`config.mk`:
```
export PLATFORM = sky130hd
export DESIGN_NAME = fc_activation
export DESIGN_NICKNAME = d
export VERILOG_FILES = /design/src/fc_pkg.sv /design/src/fc_activation.sv
export SDC_FILE = /design/constraint.sdc
export NUM_CORES = 2
export LEC_CHECK = 0
export BUFFER_PORTS_ARGS = -buffer_cell sky130_fd_sc_hd__buf_2
export CAP_MARGIN = 5
export CORE_UTILIZATION = 42
export CTS_BUF_LIST = sky130_fd_sc_hd__clkbuf_16
export CTS_CLUSTER_SIZE = 24
export DETAILED_ROUTE_END_ITERATION = 10
export GPL_TIMING_DRIVEN = 0
export SLEW_MARGIN = 30
export SYNTH_ARGS = -nofsm -noshare
export SYNTH_HDL_FRONTEND = slang
export SYNTH_SLANG_ARGS = --single-unit
```
`constraint.sdc`:
```
create_clock -name clk -period 7.8 [get_ports clk]
set_input_delay 1.56 -clock clk [delete_from_list [all_inputs] [get_ports clk]]
set_output_delay 1.56 -clock clk [all_outputs]
set_load 0.05 [all_outputs]
```
`src/fc_pkg.sv`:
```
package fc_pkg;

    // array geometry
    localparam int FC_TILE    = 120;  // PE lanes, also the largest tile
    localparam int DATA_W     = 8;
    localparam int PSUM_W     = 24;
    localparam int WBUF_W     = FC_TILE * DATA_W;

    // buffer sizes
    localparam int IBUF_DEPTH = 512;
    localparam int WBUF_DEPTH = 1024;
    localparam int PTR_W      = 10;

    localparam int IN_NODE_W  = 9;
    localparam int OUT_NODE_W = 7;
    localparam int MAX_OUT    = 84;

    // per-layer base addresses
    localparam logic [PTR_W-1:0] FC_WBUF_OFFSET_1ST = 10'd0;
    localparam logic [PTR_W-1:0] FC_WBUF_OFFSET_2ND = 10'd480;
    localparam logic [PTR_W-1:0] FC_WBUF_OFFSET_3RD = 10'd564;
    localparam logic [PTR_W-1:0] FC_IBUF_OFFSET_1ST = 10'd0;
    localparam logic [PTR_W-1:0] FC_IBUF_OFFSET_2ND = 10'd0;
    localparam logic [PTR_W-1:0] FC_IBUF_OFFSET_3RD = 10'd0;

    // controller states
    localparam logic [1:0] ST_IDLE    = 2'd0;
    localparam logic [1:0] ST_IF_LOAD = 2'd1;
    localparam logic [1:0] ST_FC_OP   = 2'd2;

endpackage

```
`src/fc_activation.sv`:
```
`timescale 1ns/1ps

module fc_activation
    import fc_pkg::*;
(
    input  logic                     clk,
    input  logic                     rst_n,

    input  logic                     start_i,
    input  logic [IN_NODE_W-1:0]     in_node_num_i,
    input  logic [OUT_NODE_W-1:0]    out_node_num_i,

    input  logic                     valid_i,
    input  logic                     last_i,
    input  logic signed [PSUM_W-1:0] psum_i,

    output logic                     out_valid_o,
    output logic signed [PSUM_W-1:0] out_data_o,
    output logic                     out_last_o
);

    logic signed [PSUM_W-1:0] acc [MAX_OUT];
    logic [2:0]               tile_num, tile_idx;
    logic [OUT_NODE_W-1:0]    out_num, node_idx;
    logic [OUT_NODE_W-1:0]    emit_num, rd_idx;
    logic                     busy, emit, final_tile;

    assign final_tile = tile_idx == tile_num - 1'b1;

    always_ff @(posedge clk) begin
        if (!rst_n) begin
            busy        <= 1'b0;
            tile_num    <= '0;
            tile_idx    <= '0;
            out_num     <= '0;
            node_idx    <= '0;
            emit        <= 1'b0;
            emit_num    <= '0;
            rd_idx      <= '0;
            out_valid_o <= 1'b0;
            out_last_o  <= 1'b0;
        end else begin
            out_valid_o <= emit;
            out_last_o  <= emit && (rd_idx == emit_num - 1'b1);

            if (start_i && !busy) begin
                busy     <= 1'b1;
                tile_num <= 3'((in_node_num_i + FC_TILE - 1) / FC_TILE);
                tile_idx <= '0;
                node_idx <= '0;
                out_num  <= out_node_num_i;
            end else if (valid_i) begin
                node_idx <= last_i ? '0 : node_idx + 1'b1;
                if (last_i) begin
                    tile_idx <= tile_idx + 1'b1;
                    if (final_tile) busy <= 1'b0;
                end
            end

            // result streaming, independent of the next layer's start
            if (emit) begin
                rd_idx <= rd_idx + 1'b1;
                if (rd_idx == emit_num - 1'b1) emit <= 1'b0;
            end
            if (valid_i && last_i && final_tile) begin
                emit     <= 1'b1;
                emit_num <= out_num;
                rd_idx   <= '0;
            end
        end
    end

    always_ff @(posedge clk) begin
        if (valid_i) begin
            acc[node_idx] <= (tile_idx == '0) ? psum_i : acc[node_idx] + psum_i;
        end
        out_data_o <= acc[rd_idx][PSUM_W-1] ? '0 : acc[rd_idx];  // relu
    end

    assert property (@(posedge clk) disable iff (!rst_n)
        valid_i |-> node_idx < MAX_OUT);

endmodule

```
==> flow_metrics.py <==
metrics = {
    "logic_synthesis": {
        "synth.distinct_cells": 58,
        "ys_seq_elements": 2091,
        "syn_area_mm2": 0.0970,
        "yosys_most_used_dff": "edfxtp_1",
        "yosysWarningCount": 0,
        "synth_area_leaders": "edfxtp_1, mux4_2, dfxtp_1",
        "yosys.cell_count.top_type": "edfxtp_1",
        "yosys.area.top_type": "edfxtp_1",
        "mappedNetlistNets": 4493,
        "synth_edf_count": 2016,
        "avgSynthCellArea_um2": 22.0,
        "ys_top_cells_by_count": "edfxtp_1, mux4_2, nor2_1, clkbuf_1",
        "synth_cells": 4417,
        "synthDominantCellAreaShare_pct": 62.4,
        "synth-async-reset-ratio_pct": 0,
        "ys_seq_area_share_pct": 64.0,
    },
    "power": {
        "power_switching_w": 0.00585,
        "ir_worst_vdd_mv": 0.230,
        "p_leak_nw": 34.0,
        "p_sw_share_pct": 23.8,
        "p_seq_share_pct": 51.0,
        "clkPwrFrac_pct": 41.0,
        "combPwrFrac_pct": 7.9,
        "power-per-cell-area_mw_per_mm2": 217,
        "cell_internal_pwr_w": 0.0188,
    },
    "placement": {
        "gp_congestion": 1.04,
        "hpwl_um": 255000,
        "io_buffers": 67,
        "post_dp_cell_area_mm2": 0.107,
    },
    "floorplan": {
        "die_y_um": 483,
        "pin_count": 71,
        "die_area_mm2": 0.233,
        "die_x_um": 483,
        "rows": 176,
        "start_util_pct": 42.2,
        "core_mm2": 0.230,
    },
    "finish": {
        "drive_gt1_share_pct": 43.9,
        "post-route-util_pct": 49.4,
        "fin_nets": 4984,
        "area_growth_pct": 16.9,
        "final_area_mm2": 0.113,
    },
    "drt": {
        "dr_total_vias": 54855,
        "antenna_left": 0,
        "avgViaCountPerCell": 6.75,
        "routed_wl_um": 348000,
        "post-route-drc-count": 0,
        "wl_per_cell_um": 42.9,
        "drt_iter0_markers": 7887,
        "first_pass_iters": 5,
    },
    "global_route": {
        "grt_pass1_vias": 54547,
        "grt_max_degree": 65,
        "antenna_found_initial": 25,
        "overflow": 0,
        "track_usage_pct": 30.2,
        "grt_first_pass_wirelength_um": 468000,
    },
    "setup_path": {
        "cp.required_ns": 8.36,
        "critPathMaxStageDelay_ns": 0.64,
        "critPathKind": "flip-flop to flip-flop",
        "crit_fanout": 52,
        "worstSetupEndpointType": "flip-flop",
        "crit_path_frequent_cell": "buf_2",
        "critPathArrivalTime_ns": 8.27,
        "path_cells": "buf_2 > buf_2 > buf_2 > clkbuf_2 > mux4_2 > mux4_2 > mux2i_1 > nor2_1 > a211oi_1 > a21oi_1 > ha_1 > a21o_1 > a21oi_1 > o21ai_0 > a31oi_1 > o21ai_0 > o2111ai_1 > nand3_4 > buf_12",
        "crit_path_start_kind": "flip-flop",
        "slowest_stage": "clkbuf_2",
    },
    "clock_network": {
        "clock_latency_ns": 0.90,
        "cts_buffer_depth": 3,
        "clk_pin_slew_ns": 0.06,
        "numCtsBuffers": 217,
        "postCtsSetupBuffers": 0,
        "tritoncts": "built",
        "h-tree-depth": 4,
        "clkSinkCount": 2091,
        "root_buffer": "clkbuf_16",
    },
    "sta": {
        "timing.final.crit_share_pct": 98.8,
        "slew_viol_final": 0,
        "period_needed_ns": 7.71,
        "worstMarginPinSlew_ns": 1.11,
        "rsz0062_at_grt": "no",
        "final.setup_skew_ns": 0.0562,
        "relSlewSlack_pct": 26.1,
        "max_clock_freq_ghz": 0.130,
        "final-setup-viol-count": 0,
        "finalHoldViolCount": 0,
    },
    "flow_run": {
        "cap_violations": 0,
    },
    "worst_hold_path": {
        "min_path_type": "flip-flop to flip-flop",
    },
    "outcome": {
        "outcome": "finished, final reports clean",
    },
}
-- layout by cell type (no fill, tap or decap), types with 32 or more instances in the layout --
master / netlist / final
clkinv_2: 0 / 36
mux4_2: 1279 / 1279
edfxtp_1: 2016 / 2016
clkinv_1: 0 / 57
buf_16: 0 / 125
nor2_1: 170 / 91
nor2_4: 0 / 79
nand2_1: 75 / 69
nor2b_1: 32 / 32
dfxtp_1: 75 / 75
clkbuf_16: 0 / 218
clkbuf_2: 0 / 85
inv_1: 24 / 73
buf_2: 70 / 163
buf_4: 47 / 70
mux2i_1: 71 / 71
clkbuf_1: 154 / 69
a21oi_1: 59 / 49
buf_6: 24 / 40
-- per-stage QoR --
stage | total power (W) | hold WS (ns) | setup TNS [ns] | instances | setup slack [ns]
2_1_floorplan | 0.0138 | 0.443 | 0 | 4417 | 0.341
3_3_place_gp | 0.0146 | 0.457 | -9040.81 | 7510 | -6.36
3_5_place_dp | 0.0147 | 0.469 | 0 | 7714 | 0.0673
4_1_cts | 0.0246 | 0.480 | 0 | 8115 | 0.0316
5_1_grt | 0.0251 | 0.499 | 0 | 8117 | 0.00222
6_report | 0.0246 | 0.476 | 0 | 8123 | 0.0938
-- cells by family after synthesis --
logic type / count (synthesis) / synth area share, %
flops: 2091 / 64.0
mux: 1356 / 30.5
simple gates: 358 / 1.65
buf+inv: 355 / 1.83
compound gates: 182 / 1.24
xor+xnor: 42 / 0.379
fa+ha+maj: 32 / 0.418
other cells: 1 / 0.00387
-- flip-flops by register name, summed over array words and instances (netlist names), named ones only --
| register | cells |
|---|---|
| emit | 1 |
| tile_idx | 3 |
| tile_num | 3 |
| out_num | 7 |
| out_data_o | 23 |
| emit_num | 7 |
| rd_idx | 7 |
| node_idx | 7 |
| out_valid_o | 1 |
| busy | 1 |
| out_last_o | 1 |
| acc | 2016 |
-- metal layers --
| layer | global-route usage (%) | wire (um) |
|---|---|---|
| met2 | 45.0 | 156000 |
| met3 | 8.95 | 39600 |
| met1 | 40.2 | 131000 |
| met5 | 0 | 154 |
| met4 | 15.7 | 21200 |
-- cell type report --
cell class	instances	area, um2
tap	3026	3790
inverter	25	93.8
clock inverter	183	1330
sequential	2091	62000
timing repair buffer	272	4740
fill	18254	116000
buffer	330	1820
antenna	7	17.5
clock buffer	218	5460
multi-input combinational	1971	34100
-- worst paths after layout --
check	start	endpoint	slack [ns]	cells after the start
setup / recovery	flip-flop	acc[49][20]$_DFFE_PP_	0.09	19
hold / removal	out_num[3]$_SDFFE_PN0P_	out_num[3]$_SDFFE_PN0P_	0.48	2
setup reg to reg	flip-flop	acc[49][20]$_DFFE_PP_	0.09	19
hold reg to reg	out_num[3]$_SDFFE_PN0P_	out_num[3]$_SDFFE_PN0P_	0.48	2
-- worst max-delay path, delay by kind of cell (launching register included) --
kind / cells / cell delay [ns]
AOI/OAI and AO/OA: 8 / 2.32
buffers and inverters: 5 / 2.15
muxes: 3 / 1.53
and+or+nand+nor: 2 / 0.55
adders and majority gates: 1 / 0.39
DFF: 1 / 0.31
-- power groups by stage --
stage / combinational [W] / clock, W / sequential (W)
after floorplan: 0.000872 / 0 / 0.0129
after global placement: 0.00162 / 0 / 0.0129
after detailed placement: 0.00190 / 0 / 0.0128
after CTS: 0.00190 / 0.0101 / 0.0126
after global routing: 0.00200 / 0.0105 / 0.0126
final: 0.00195 / 0.0101 / 0.0126
-- repair_timing --
| action | in CTS | in global routing |
|---|---|---|
| hold buffers | 0 | 0 |
| endpoints found under the hold margin | 0 | 0 |
| gates resized for setup | 0 | 6 |
| setup endpoints to repair | 0 | 177 |
Note: power is estimated with default switching activity, not from simulation.
