[config.mk]
export PLATFORM = sky130hd
export DESIGN_NAME = fc_controller
export DESIGN_NICKNAME = d
export VERILOG_FILES = /design/src/fc_pkg.sv /design/src/fc_controller.sv
export SDC_FILE = /design/constraint.sdc
export NUM_CORES = 1
export LEC_CHECK = 0
export BUFFER_PORTS_ARGS = -buffer_cell sky130_fd_sc_hd__buf_2
export CORE_MARGIN = 2
export CORE_UTILIZATION = 30
export CTS_BUF_LIST = sky130_fd_sc_hd__clkbuf_4
export DETAILED_ROUTE_END_ITERATION = 6
export PLACE_DENSITY = 0.55
export SLEW_MARGIN = 20
export SYNTH_ARGS = -nofsm -noshare
export SYNTH_HDL_FRONTEND = slang
export SYNTH_SLANG_ARGS = --single-unit
[constraint.sdc]
create_clock -name clk -period 4.7 [get_ports clk]
set_input_delay 0.47 -clock clk [delete_from_list [all_inputs] [get_ports clk]]
set_output_delay 0.47 -clock clk [all_outputs]
set_load 0.005 [all_outputs]
[src/fc_pkg.sv]
package fc_pkg;

    // array geometry
    localparam int FC_TILE    = 120;  // PE lanes, also the largest tile
    localparam int DATA_W     = 8;
    localparam int PSUM_W     = 24;
    localparam int WBUF_W     = FC_TILE * DATA_W;

    // buffer sizes
    localparam int IBUF_DEPTH = 512;
    localparam int WBUF_DEPTH = 1024;
    localparam int PTR_W      = 10;

    localparam int IN_NODE_W  = 9;
    localparam int OUT_NODE_W = 7;
    localparam int MAX_OUT    = 84;

    // per-layer base addresses
    localparam logic [PTR_W-1:0] FC_WBUF_OFFSET_1ST = 10'd0;
    localparam logic [PTR_W-1:0] FC_WBUF_OFFSET_2ND = 10'd480;
    localparam logic [PTR_W-1:0] FC_WBUF_OFFSET_3RD = 10'd564;
    localparam logic [PTR_W-1:0] FC_IBUF_OFFSET_1ST = 10'd0;
    localparam logic [PTR_W-1:0] FC_IBUF_OFFSET_2ND = 10'd0;
    localparam logic [PTR_W-1:0] FC_IBUF_OFFSET_3RD = 10'd0;

    // controller states
    localparam logic [1:0] ST_IDLE    = 2'd0;
    localparam logic [1:0] ST_IF_LOAD = 2'd1;
    localparam logic [1:0] ST_FC_OP   = 2'd2;

endpackage

[src/fc_controller.sv]
`timescale 1ns/1ps

module fc_controller
    import fc_pkg::*;
(
    input  logic                  clk,
    input  logic                  rst_n,

    input  logic                  start_i,
    input  logic [IN_NODE_W-1:0]  in_node_num_i,
    input  logic [OUT_NODE_W-1:0] out_node_num_i,
    input  logic [1:0]            nth_fully_i,

    output logic                  ifmap_rden_o,
    output logic [PTR_W-1:0]      ifmap_rdptr_o,
    output logic                  wbuf_rden_o,
    output logic [PTR_W-1:0]      wbuf_rdptr_o,
    output logic                  rst_buf_n_o,
    output logic                  pe_load_o,
    output logic                  valid_o,
    output logic                  last_o
);

    logic [1:0]            state, state_n;
    logic [IN_NODE_W-1:0]  cnt, cnt_n;
    logic [IN_NODE_W-1:0]  remain, remain_n;     // inputs not yet tiled
    logic [OUT_NODE_W-1:0] out_num, out_num_n;
    logic [PTR_W-1:0]      ibase, ibase_n;
    logic [PTR_W-1:0]      wbase, wbase_n;
    logic [PTR_W-1:0]      ioff, woff;
    logic [IN_NODE_W-1:0]  tile_len;
    logic                  more_tiles;

    logic                  ifmap_rden_n, wbuf_rden_n;
    logic [PTR_W-1:0]      ifmap_rdptr_n, wbuf_rdptr_n;
    logic                  rst_buf_n_n, valid_n, last_n;

    always_comb begin
        case (nth_fully_i)
            2'd0: begin
                ioff = FC_IBUF_OFFSET_1ST;
                woff = FC_WBUF_OFFSET_1ST;
            end
            2'd1: begin
                ioff = FC_IBUF_OFFSET_2ND;
                woff = FC_WBUF_OFFSET_2ND;
            end
            2'd2: begin
                ioff = FC_IBUF_OFFSET_3RD;
                woff = FC_WBUF_OFFSET_3RD;
            end
            default: begin
                ioff = '0;
                woff = '0;
            end
        endcase
    end

    assign more_tiles = remain > FC_TILE;
    assign tile_len   = more_tiles ? IN_NODE_W'(FC_TILE) : remain;

    always_comb begin
        state_n       = state;
        cnt_n         = cnt;
        remain_n      = remain;
        out_num_n     = out_num;
        ibase_n       = ibase;
        wbase_n       = wbase;
        ifmap_rden_n  = 1'b0;
        ifmap_rdptr_n = ifmap_rdptr_o;
        wbuf_rden_n   = 1'b0;
        wbuf_rdptr_n  = wbuf_rdptr_o;
        rst_buf_n_n   = 1'b1;
        valid_n       = 1'b0;
        last_n        = 1'b0;

        case (state)
            ST_IDLE: begin
                if (start_i) begin
                    state_n       = ST_IF_LOAD;
                    cnt_n         = '0;
                    remain_n      = in_node_num_i;
                    out_num_n     = out_node_num_i;
                    ibase_n       = ioff;
                    wbase_n       = woff;
                    ifmap_rden_n  = 1'b1;
                    ifmap_rdptr_n = ioff;
                end
            end
            ST_IF_LOAD: begin
                if (cnt == tile_len - 1'b1) begin
                    state_n      = ST_FC_OP;
                    cnt_n        = '0;
                    wbuf_rden_n  = 1'b1;  // first weight row of the tile
                    wbuf_rdptr_n = wbase;
                end else begin
                    cnt_n         = cnt + 1'b1;
                    ifmap_rden_n  = 1'b1;
                    ifmap_rdptr_n = ibase + PTR_W'(cnt_n);
                end
            end
            ST_FC_OP: begin
                if (last_o) begin
                    cnt_n = '0;
                    if (more_tiles) begin
                        state_n       = ST_IF_LOAD;
                        remain_n      = remain - IN_NODE_W'(FC_TILE);
                        ibase_n       = ibase + PTR_W'(FC_TILE);
                        wbase_n       = wbase + PTR_W'(FC_TILE);
                        ifmap_rden_n  = 1'b1;
                        ifmap_rdptr_n = ibase_n;
                    end else begin
                        state_n = ST_IDLE;
                    end
                end else begin
                    cnt_n        = cnt + 1'b1;
                    wbuf_rden_n  = 1'b1;
                    wbuf_rdptr_n = wbase + PTR_W'(cnt_n);
                    valid_n      = cnt >= FC_TILE;  // chain latency is 120 lanes
                    // rows past out_num are not part of this layer
                    rst_buf_n_n  = !(cnt >= out_num - 1'b1);
                    last_n       = cnt == FC_TILE - 1 + out_num;
                end
            end
            default: state_n = ST_IDLE;
        endcase
    end

    always_ff @(posedge clk) begin
        if (!rst_n) begin
            state         <= ST_IDLE;
            cnt           <= '0;
            remain        <= '0;
            out_num       <= '0;
            ibase         <= '0;
            wbase         <= '0;
            ifmap_rden_o  <= 1'b0;
            ifmap_rdptr_o <= '0;
            wbuf_rden_o   <= 1'b0;
            wbuf_rdptr_o  <= '0;
            rst_buf_n_o   <= 1'b1;
            pe_load_o     <= 1'b0;
            valid_o       <= 1'b0;
            last_o        <= 1'b0;
        end else begin
            state         <= state_n;
            cnt           <= cnt_n;
            remain        <= remain_n;
            out_num       <= out_num_n;
            ibase         <= ibase_n;
            wbase         <= wbase_n;
            ifmap_rden_o  <= ifmap_rden_n;
            ifmap_rdptr_o <= ifmap_rdptr_n;
            wbuf_rden_o   <= wbuf_rden_n;
            wbuf_rdptr_o  <= wbuf_rdptr_n;
            rst_buf_n_o   <= rst_buf_n_n;
            pe_load_o     <= ifmap_rden_o;  // lines up with ifmap read data
            valid_o       <= valid_n;
            last_o        <= last_n;
        end
    end

    // buffers share no cycle
    assert property (@(posedge clk) disable iff (!rst_n)
        !(ifmap_rden_o && wbuf_rden_o));

    assert property (@(posedge clk) disable iff (!rst_n)
        $rose(valid_o) |-> state == ST_FC_OP);

endmodule

==> results of run 1 <==
[worst max-delay path, cell delays in order, from the launching register on]
cell	delay [ns]
dfxtp_1	0.48
ha_1	0.35
a311oi_2	0.53
nand2_1	0.12
ha_1	0.28
nor2b_1	0.16
xnor2_1	0.13
o311ai_0	0.38
a31oi_2	0.22
a211oi_4	0.48
a21oi_2	0.21
a221o_1	0.38
[flip-flops by register name, summed over array words and instances (netlist names)]
register and cells:
ifmap_rdptr_o 10, last_o 1, out_num 7, state 2, wbase 8, ifmap_rden_o 1
pe_load_o 1, ibase 7, valid_o 1, cnt 9, rst_buf_n_o 1, wbuf_rden_o 1
remain 9, wbuf_rdptr_o 10
[logic make-up after synthesis]
group | count (synthesis)
flops | 68
xor+xnor | 39
simple gates | 225
fa+ha+maj | 36
other cells | 1
buf+inv | 61
mux | 21
compound gates | 168
[worst min-delay path by stage]
stage,cells after the start,slack [ns],startpoint,to
4_1_cts,3,0.22,out_node_num_i[1],out_num[1]$_SDFFE_PN0P_
3_3_place_gp,2,0.44,ifmap_rdptr_o[8]$_SDFFE_PN0P_,ifmap_rdptr_o[8]$_SDFFE_PN0P_
5_1_grt,3,0.23,out_node_num_i[6],out_num[6]$_SDFFE_PN0P_
6_report,3,0.24,out_node_num_i[1],out_num[1]$_SDFFE_PN0P_
3_5_place_dp,2,0.45,ifmap_rdptr_o[2]$_SDFFE_PN0P_,ifmap_rdptr_o[2]$_SDFFE_PN0P_
2_1_floorplan,2,0.44,ifmap_rdptr_o[8]$_SDFFE_PN0P_,ifmap_rdptr_o[8]$_SDFFE_PN0P_
[stage by stage]
step / hold slack, ns / setup WS, ns
after floorplan: 0.445 / 1.54
after global placement: 0.443 / 0.749
after detailed placement: 0.448 / 0.541
after CTS: 0.217 / 0.509
after global routing: 0.227 / 0.532
final: 0.239 / 0.868
[power breakdown]
| part | switching [mW] | internal, mW | leakage [nW] |
|---|---|---|---|
| logic | 0.450 | 0.285 | 1.54 |
| clock network | 0.227 | 0.117 | 0.0603 |
| registers | 0.0850 | 0.625 | 0.552 |
[routing by layer]
metal	share of wire, %	vias to the layer above	global-route usage [%]	routed length, µm
li1	-	2277	-	-
met1	49	2091	19.7	6370
met2	45	90	24.1	5890
met3	4.0	20	3.27	527
met4	2.1	0	5.50	276
met5	0	-	0	0
[layout make-up]
class	count	share of cell area [%]
inverters	25	1.73
flip-flops and latches	68	25.1
multi-input cells	490	61.3
clock inverters	5	0.530
well taps	216	4.98
diodes	1	0.0461
repair buffers	50	4.79
clock buffers	11	1.52
[cell usage in the layout (no fill, tap or decap), types with 10 or more instances in the layout]
cell type	count
mux2i_1	15
a21oi_1	49
xor2_1	16
dfxtp_1	68
inv_1	25
nand2b_1	11
nand2_1	76
nor2b_1	15
buf_2	46
nor2_1	36
clkbuf_4	11
ha_1	35
o21ai_0	36
o211ai_1	10
nand3_1	19
xnor2_1	23
==> results.tsv, run 1 <==
metric	value	unit
post-synthesis adder-cell area fraction	9.13	%
root buf cell	clkbuf_4	
Crit. End Element	register	
largest net degree at the start of global routing	67	
Hold Violations, Final	0	
fin util	33.9	%
Top FF cell, synth	dfxtp_1	
CP arrival	4.19	ns
PortBufs	46	
Overflow after GRT	0	
Inserted Clock Buffers	9	
global-route wire length before repair	21.2	mm
CTS resizes	0	
period utilization	81.5	%
clock transition at the registers of the reported paths	0.11	ns
Via density	5.17	
antenna violations before repair	1	
Register Area	1360	µm²
die span in x	132	µm
fin. max-slew vios	0	
dpl cells	849	
Layout fillers	1737	
Leakage	2.15	nW
Die ar.	17500	µm²
post-route ant nets	0	
worst endpoint required time	5.06	ns
RSZ-0062 raised after global routing	false	
Post-CTS Setup Repair Bufs	0	
Syn-to-layout area delta	10.0	%
CTS Buffer Depth	2	
CP endpoint	cnt[2]$_SDFFE_PN0P_	
H-tree lvl count	3	
WS Path Type	register to register	
# DRC	0	
mapped cell area	4930	µm²
WL/cell	15.1	µm
cells after synthesis	619	
TritonCTS clock tree	built	
clock sinks	68	
nets	701	
final instance area	5430	µm²
post-synth top area cell	dfxtp_1	
EDFF count, synth	0	
post-synthesis xor/xnor area fraction	6.92	%
Critical Path Fanout Max	14	
syn avg cell area	7.97	µm²
MaxCap Viol Count	0	
Clk Latency, worst-skew pair	0.47	ns
FFs w/ async S/R, synth	0	%
Initial Utilization	30.8	%
Hold Crit Class	input pin to register	
Slew HR	50.3	%
FF-to-FF setup slack	0.87	ns
synth top area cells	dfxtp_1, ha_1, nand2_1	
synth cell count leaders	nand2_1, dfxtp_1, a21oi_1	
final cell count without fillers	866	
1st-iter DRT viols	350	
proportion of layout cells with a drive suffix above 1	13.3	%
FMAX	261	MHz
DRT Wirelength	13.1	mm
Design Power	1.79	mW
Clock Skew	0.0230	ns
Synth Area in Compound Gates	23.1	%
most common cell in the netlist	nand2_1	
Total GRT Usage	15.0	%
detailed placement HPWL	9.64	mm
routed via count	4478	
min Tclk post-route	3.83	ns
Worst Max-Slew Pin Slew	0.741	ns
syn nets	676	
DIE HEIGHT	132	µm
DRT Pass-1 Iters	4	
Seq/Total Area, Yosys	27.6	%
setup TNS	0	ns
Worst Setup SP	remain[3]$_SDFFE_PN0P_	
worst r2r dst	cnt[2]$_SDFFE_PN0P_	
Multi-input gate area	3330	µm²
largest family of logic cells by synthesized area	simple AND/OR/NAND/NOR gates	
vias in the first global route	4174	
reg2reg path depth	11	
top-area cell type share of the netlist area	27.6	%
mux cell area share after synthesis	4.41	%
gp weighted congestion	0.872	
Unique masters post-synth	73	
power per cell area	329	nW/µm²
Rows	46	
Setup-failing EPs final	0	
Synth Warn #	0	
Post-DP Area	5310	µm²
Core ar.	16000	µm²
Worst setup SP type	register	
run status	finished, final reports clean	
RR Startpoint	remain[3]$_SDFFE_PN0P_	
Hold-fix buffers, CTS	0	
Post-Synth Simple-Gate Area	23.7	%
FF+latch count, synth	68	
IO Pins	47	
Max VDD drop	0.000164	V
Note: power is estimated with default switching activity, not from simulation.
==> run 2: changes to the inputs <==
ABC_AREA = 1   (was unset)
clock period = 3.9 ns   (was 4.7 ns; I/O delays follow)
==> results.tsv, run 2 <==
metric	value	unit	change
Post-CTS Setup Repair Bufs	0		unchanged
Largest regs	ifmap_rdptr_o (10), wbuf_rdptr_o (10)		unchanged
die span in x	130	µm	was 132 µm
post-synth top area cell	dfxtp_1		unchanged
Layout fillers	1763		was 1737
nets	841		was 701
Hold Crit Class	input pin to register		unchanged
syn nets	801		was 676
Design Power	3.82	mW	was 1.79 mW
gp weighted congestion	0.844		was 0.872
Initial Utilization	30.4	%	was 30.8%
Clk Latency, worst-skew pair	0.46	ns	was 0.47 ns
CP arrival	3.53	ns	was 4.19 ns
global-route wire length before repair	21.8	mm	was 21.2 mm
IO Pins	47		unchanged
H-tree lvl count	3		unchanged
clock transition at the registers of the reported paths	0.13	ns	was 0.11 ns
post-route ant nets	0		unchanged
Rows	46		unchanged
Post-DP Area	5210	µm²	was 5310 µm²
Unique masters post-synth	37		was 73
min Tclk post-route	3.20	ns	was 3.83 ns
FF+latch count, synth	68		unchanged
mapped cell area	4780	µm²	was 4930 µm²
most common library cell in the layout ignoring fill and taps	nand2_1		unchanged
period utilization	82.0	%	was 81.5%
RSZ-0062 raised after global routing	false		unchanged
Inserted Clock Buffers	9		unchanged
Synth Warn #	0		unchanged
DRT Wirelength	13.2	mm	was 13.1 mm
Seq/Total Area, Yosys	28.5	%	was 27.6%
proportion of layout cells with a drive suffix above 1	10.9	%	was 13.3%
Overflow after GRT	0		unchanged
syn avg cell area	6.42	µm²	was 7.97 µm²
most common cell in the netlist	nand2_1		unchanged
run status	finished, final reports clean		unchanged
power per cell area	710	nW/µm²	was 329 nW/µm²
FFs w/ async S/R, synth	0	%	unchanged
final instance area	5380	µm²	was 5430 µm²
CTS resizes	0		unchanged
Core ar.	15700	µm²	was 16000 µm²
Slew HR	57.4	%	was 50.3%
FMAX	313	MHz	was 261 MHz
DIE HEIGHT	130	µm	was 132 µm
Worst setup SP type	register		unchanged
Hold Violations, Final	0		unchanged
root buf cell	clkbuf_4		unchanged
DRT Pass-1 Iters	5		was 4
worst endpoint required time	4.23	ns	was 5.06 ns
antenna violations before repair	0		was 1
Top FF cell, synth	dfxtp_1		unchanged
clock sinks	68		unchanged
top-area cell type share of the netlist area	28.5	%	was 27.6%
Crit. End Element	register		unchanged
# diodes	0		was 1
fin. max-slew vios	0		unchanged
setup TNS	0	ns	unchanged
dpl cells	989		was 849
Setup-failing EPs final	0		unchanged
Max VDD drop	0.000293	V	was 0.000164 V
1st-iter DRT viols	255		was 350
MaxCap Viol Count	0		unchanged
Die ar.	16900	µm²	was 17500 µm²
routed via count	4742		was 4478
vias in the first global route	4496		was 4174
Critical Path Fanout Max	22		was 14
TritonCTS clock tree	built		unchanged
synth cell count leaders	nand2_1, nor2_1, inv_1		was nand2_1, dfxtp_1, a21oi_1
largest net degree at the start of global routing	46		was 67
Syn-to-layout area delta	12.6	%	was 10.0%
CTS Buffer Depth	2		unchanged
Leakage	2.53	nW	was 2.15 nW
detailed placement HPWL	9.66	mm	was 9.64 mm
cells after synthesis	744		was 619
Total GRT Usage	16.3	%	was 15.0%
WL/cell	13.1	µm	was 15.1 µm
commonest non-fill, non-tap cells in the layout	nand2_1, nor2_1, inv_1		was nand2_1, dfxtp_1, a21oi_1
# DRC	0		unchanged
Worst Max-Slew Pin Slew	0.638	ns	was 0.741 ns
Via density	4.72		was 5.17
WS Path Type	register to register		unchanged
EDFF count, synth	0		unchanged
PortBufs	46		unchanged
synth top area cells	dfxtp_1, nand2_1, ha_1		was dfxtp_1, ha_1, nand2_1
final cell count without fillers	1004		was 866
Clock Skew	0.0215	ns	was 0.0230 ns
Hold-fix buffers, CTS	0		unchanged
run 2: cell count changes after synthesis, sizes merged, moves of 9 or more:
cell	change
a21oi	+20
clkbuf	-9
inv	+63
mux2i	-14
nand2	+97
nand2b	-11
nand3	+28
nor2	+69
nor2b	-15
o21ai	+16
xnor2	-18
run 2: report_power, final:
part	internal (mW)	total, mW	leakage [nW]	switching [mW]
registers	0.918	1.11	0.558	0.196
logic	0.731	2.11	1.88	1.38
clock network	0.317	0.591	0.0932	0.274
total	1.97	3.82	2.53	1.85
run 2: worst paths after layout:
path              cells past startpoint                     end               startpoint  slack [ns]
hold reg to reg                       2    pe_load_o$_SDFF_PN0_  ifmap_rden_o$_SDFF_PN0_        0.45
setup / recovery                     19     cnt[1]$_SDFFE_PN0P_   remain[4]$_SDFFE_PN0P_        0.70
hold / removal                        3  remain[3]$_SDFFE_PN0P_         in_node_num_i[3]        0.18
setup reg to reg                     19     cnt[1]$_SDFFE_PN0P_   remain[4]$_SDFFE_PN0P_        0.70
run 2: cells by family (layout without fill, tap and decap cells):
family                   count (synthesis)  after routing  share of synthesized area [%]
AO/OA/AOI/OAI                          151            151                           17.1
flip-flops                              68             68                           28.5
AND/OR/NAND/NOR                        349            349                           30.6
multiplexers                             1              1                          0.210
XOR/XNOR                                24             24                           4.40
other                                    1              1                         0.0785
adder cells (fa/ha/maj)                 36             36                           9.43
buffers and inverters                  114            158                           9.69
run 2: per-stage QoR:
stage	setup WS, ns	hold slack (ns)	util [%]
final	0.702	0.180	34.2
after global routing	0.348	0.187	34.2
after CTS	0.708	0.156	34.2
after detailed placement	0.758	0.441	33.1
after global placement	0.859	0.439	33.1
after floorplan	1.33	0.432	-
run 2: critical path: stages (launching register included):
cell and delay (ns):
dfxtp_1 0.46, ha_1 0.23, inv_1 0.07, o21ai_2 0.18
nand2_4 0.15, nand2_1 0.12, ha_1 0.19, nand3_1 0.10
nor2_1 0.26, inv_1 0.09, nand2_1 0.06, o21ai_0 0.08
nand2_1 0.10, nand3_1 0.08, nor2_1 0.08, nand2_1 0.07
nand2_2 0.32, nand2_2 0.24, nand2_1 0.11, a21oi_1 0.06
run 2: final cells by class:
class	count	area [µm²]	area share, %
clock buffer	9	67.6	1.26
clock inverter	6	104	1.93
inverter	89	334	6.21
multi-input combinational	562	2950	54.9
sequential	68	1360	25.3
tap	216	270	5.02
timing repair buffer	54	290	5.40
run 2: per-layer routing:
layer / part of all wire [%] / vias up / GRT usage [%]
li1: - / 2502 / -
met1: 47 / 2107 / 20.8
met2: 46 / 111 / 26.9
met3: 4.4 / 22 / 3.24
met4: 2.6 / 0 / 6.89
met5: 0 / - / 0
==> run 3: changes to the inputs <==
PLACE_DENSITY = 0.57   (was 0.55)
clock period = 2.9 ns   (was 3.9 ns; I/O delays follow)
==> results.tsv, run 3 (synthesized netlist as in run 2, its figures left out) <==
metric	value	unit	change
die span in x	130	µm	unchanged
Sw Ratio	48.8	%	was 48.5%
Critical Path Fanout Max	7		was 22
PortBufs	46		unchanged
fin util	35.8	%	was 34.2%
setup TNS	0	ns	unchanged
routed via count	4913		was 4742
gp weighted congestion	0.870		was 0.844
IO Pins	47		unchanged
family with the most delay on the worst path	simple AND/OR/NAND/NOR gates		unchanged
Multi-input gate area	3040	µm²	was 2950 µm²
Worst Max-Slew Pin Slew	0.659	ns	was 0.638 ns
CP bufs+invs	3		was 2
Hold Violations, Final	0		unchanged
FMAX	371	MHz	was 313 MHz
hold depth	3		unchanged
Die ar.	16900	µm²	unchanged
Initial Utilization	30.4	%	unchanged
busiest grt layer	met2		unchanged
DIE HEIGHT	130	µm	unchanged
commonest non-fill, non-tap cells in the layout	nand2_1, nor2_1, inv_1		unchanged
power per cell area	949	nW/µm²	was 710 nW/µm²
Crit. End Element	register		unchanged
Critical-path top delay cell	dfxtp_4		was dfxtp_1
global-route wire length before repair	22.1	mm	was 21.8 mm
clock transition at the registers of the reported paths	0.13	ns	about the same
worst r2r dst	wbuf_rdptr_o[8]$_SDFFE_PN0P_		was cnt[1]$_SDFFE_PN0P_
CTS Buffer Depth	2		unchanged
CP arrival	3.09	ns	was 3.53 ns
Clk network pwr share	13.5	%	was 15.5%
Inserted Clock Buffers	9		unchanged
met2 Use GR	26.9	%	about the same
WS Path Type	register to register		unchanged
largest net degree at the start of global routing	34		was 46
Setup-failing EPs final	0		unchanged
run status	finished, final reports clean		unchanged
antenna violations before repair	0		unchanged
Overflow after GRT	0		unchanged
hold worst-path end	out_num[5]$_SDFFE_PN0P_		was remain[3]$_SDFFE_PN0P_
Psw	2.61	mW	was 1.85 mW
DP Worst Slack	-0.0645	ns	was 0.758 ns
Post-DP Area	5310	µm²	was 5210 µm²
CP cell instances	ha_2 -> inv_1 -> o21ai_2 -> nand2_4 -> nand2_1 -> ha_2 -> nand3_2 -> nor2_4 -> inv_1 -> nand2_1 -> o21ai_0 -> nand2_1 -> nand3_1 -> nor2_2 -> nand2_2 -> nand2_2 -> buf_4 -> nand3_1 -> a21oi_1		was ha_1 -> inv_1 -> o21ai_2 -> nand2_4 -> nand2_1 -> ha_1 -> nand3_1 -> nor2_1 -> inv_1 -> nand2_1 -> o21ai_0 -> nand2_1 -> nand3_1 -> nor2_1 -> nand2_1 -> nand2_2 -> nand2_2 -> nand2_1 -> a21oi_1
fin. max-slew vios	0		unchanged
part of the power in registers	27.8	%	was 29.2%
Most common cell on crit path	nand2_1		unchanged
1st-iter DRT viols	232		was 255
proportion of layout cells with a drive suffix above 1	16.1	%	was 10.9%
# diodes	0		unchanged
Clk Latency, worst-skew pair	0.46	ns	about the same
DRT Wirelength	13.8	mm	was 13.2 mm
combinational share of power	58.7	%	was 55.4%
period utilization	92.9	%	was 82.0%
Worst setup SP type	register		unchanged
post-route ant nets	0		unchanged
reg2reg path depth	19		unchanged
Clock Skew	0.0196	ns	was 0.0215 ns
final instance area	5630	µm²	was 5380 µm²
FF-to-FF setup slack	0.21	ns	was 0.70 ns
Via density	4.77		was 4.72
GRT met3 Usage	3.08	%	was 3.24%
final setup margin	0.206	ns	was 0.702 ns
TritonCTS clock tree	built		unchanged
Total GRT Usage	16.7	%	was 16.3%
most common library cell in the layout ignoring fill and taps	nand2_1		unchanged
Slew HR	56.0	%	was 57.4%
Syn-to-layout area delta	17.9	%	was 12.6%
Hold Crit Class	input pin to register		unchanged
Leakage	2.64	nW	was 2.53 nW
Layout fillers	1692		was 1763
WL/cell	13.4	µm	was 13.1 µm
Register Area	1370	µm²	was 1360 µm²
GR Util met1	22.0	%	was 20.8%
DRT Pass-1 Iters	5		unchanged
RR Startpoint	remain[3]$_SDFFE_PN0P_		was remain[4]$_SDFFE_PN0P_
# DRC	0		unchanged
MaxCap Viol Count	0		unchanged
detailed placement HPWL	10.1	mm	was 9.66 mm
Core ar.	15700	µm²	unchanged
clock sinks	68		unchanged
final cell count without fillers	1029		was 1004
Rows	46		unchanged
min Tclk post-route	2.69	ns	was 3.20 ns
Internal	2.74	mW	was 1.97 mW
H-tree lvl count	3		unchanged
Max VDD drop	0.000277	V	was 0.000293 V
CP max stage delay	0.38	ns	was 0.46 ns
worst endpoint required time	3.29	ns	was 4.23 ns
vias in the first global route	4487		was 4496
nets	865		was 841
critical hold path startpoint	out_node_num_i[5]		was in_node_num_i[3]
root buf cell	clkbuf_4		unchanged
dpl cells	1002		was 989
Largest regs	ifmap_rdptr_o (10), wbuf_rdptr_o (10)		unchanged
-- run 3: changes by cell type in the layout (fill, tap and decap cells not counted), sizes merged --
cell    delta
buf       +23
bufinv     -1
clkbuf     +1
clkinv     +1
nand2      +1
-- run 3: cell type report --
cell class,instances,area share [%]
Inverter,89,5.93
Sequential cell,68,24.3
Timing Repair Buffer,77,8.29
Clock buffer,10,1.33
Clock inverter,6,1.40
Multi-Input combinational cell,563,54.0
Tap cell,216,4.80
-- run 3: per-layer routing --
layer	vias up	wire length (µm)	part of all wire, %
li1	2544	-	-
met1	2243	6700	49
met2	107	6180	45
met3	19	561	4.1
met4	0	323	2.3
met5	-	0	0
-- run 3: how the worst max path moves through the flow --
stage | start | to | slack [ns] | cells after the start
after global routing | cnt[1]$_SDFFE_PN0P_ | ifmap_rdptr_o[9]$_SDFFE_PN0P_ | -0.002 | 20
after CTS | remain[3]$_SDFFE_PN0P_ | wbuf_rdptr_o[9]$_SDFFE_PN0P_ | 0.002 | 20
after floorplan | remain[4]$_SDFFE_PN0P_ | ifmap_rdptr_o[7]$_SDFFE_PN0P_ | 0.33 | 21
after global placement | remain[3]$_SDFFE_PN0P_ | ifmap_rdptr_o[9]$_SDFFE_PN0P_ | -0.01 | 19
after detailed placement | remain[3]$_SDFFE_PN0P_ | ifmap_rdptr_o[1]$_SDFFE_PN0P_ | -0.06 | 19
final | remain[3]$_SDFFE_PN0P_ | wbuf_rdptr_o[8]$_SDFFE_PN0P_ | 0.21 | 19
-- run 3: through the flow --
| step | hold WS (ns) | power, mW |
|---|---|---|
| final | 0.0746 | 5.35 |
| after floorplan | 0.432 | 3.68 |
| after CTS | 0.0289 | 5.20 |
| after global routing | 0.0345 | 5.91 |
| after detailed placement | 0.448 | 4.44 |
| after global placement | 0.455 | 4.43 |
-- run 3: worst min-delay path, cell delays in order --
cell     delay [ns]
buf_2          0.07
o21ai_0        0.07
nor2_1         0.08
-- run 3: power by group through the flow --
stage	registers [mW]	clock network (mW)	logic, mW
3_3_place_gp	1.51	0	2.93
4_1_cts	1.48	0.756	2.97
6_report	1.49	0.719	3.14
2_1_floorplan	1.47	0	2.21
3_5_place_dp	1.50	0	2.94
5_1_grt	1.54	0.790	3.58
-- run 3: repair_timing --
action / 4_1_cts / 5_1_grt
setup buffers: 0 / 10
cloned: 0 / 1
setup endpoints to repair: 24 / 33
endpoints found under the hold margin: 0 / 0
gates resized for setup: 2 / 25
hold buffers: 0 / 0
pin swaps: 0 / 5
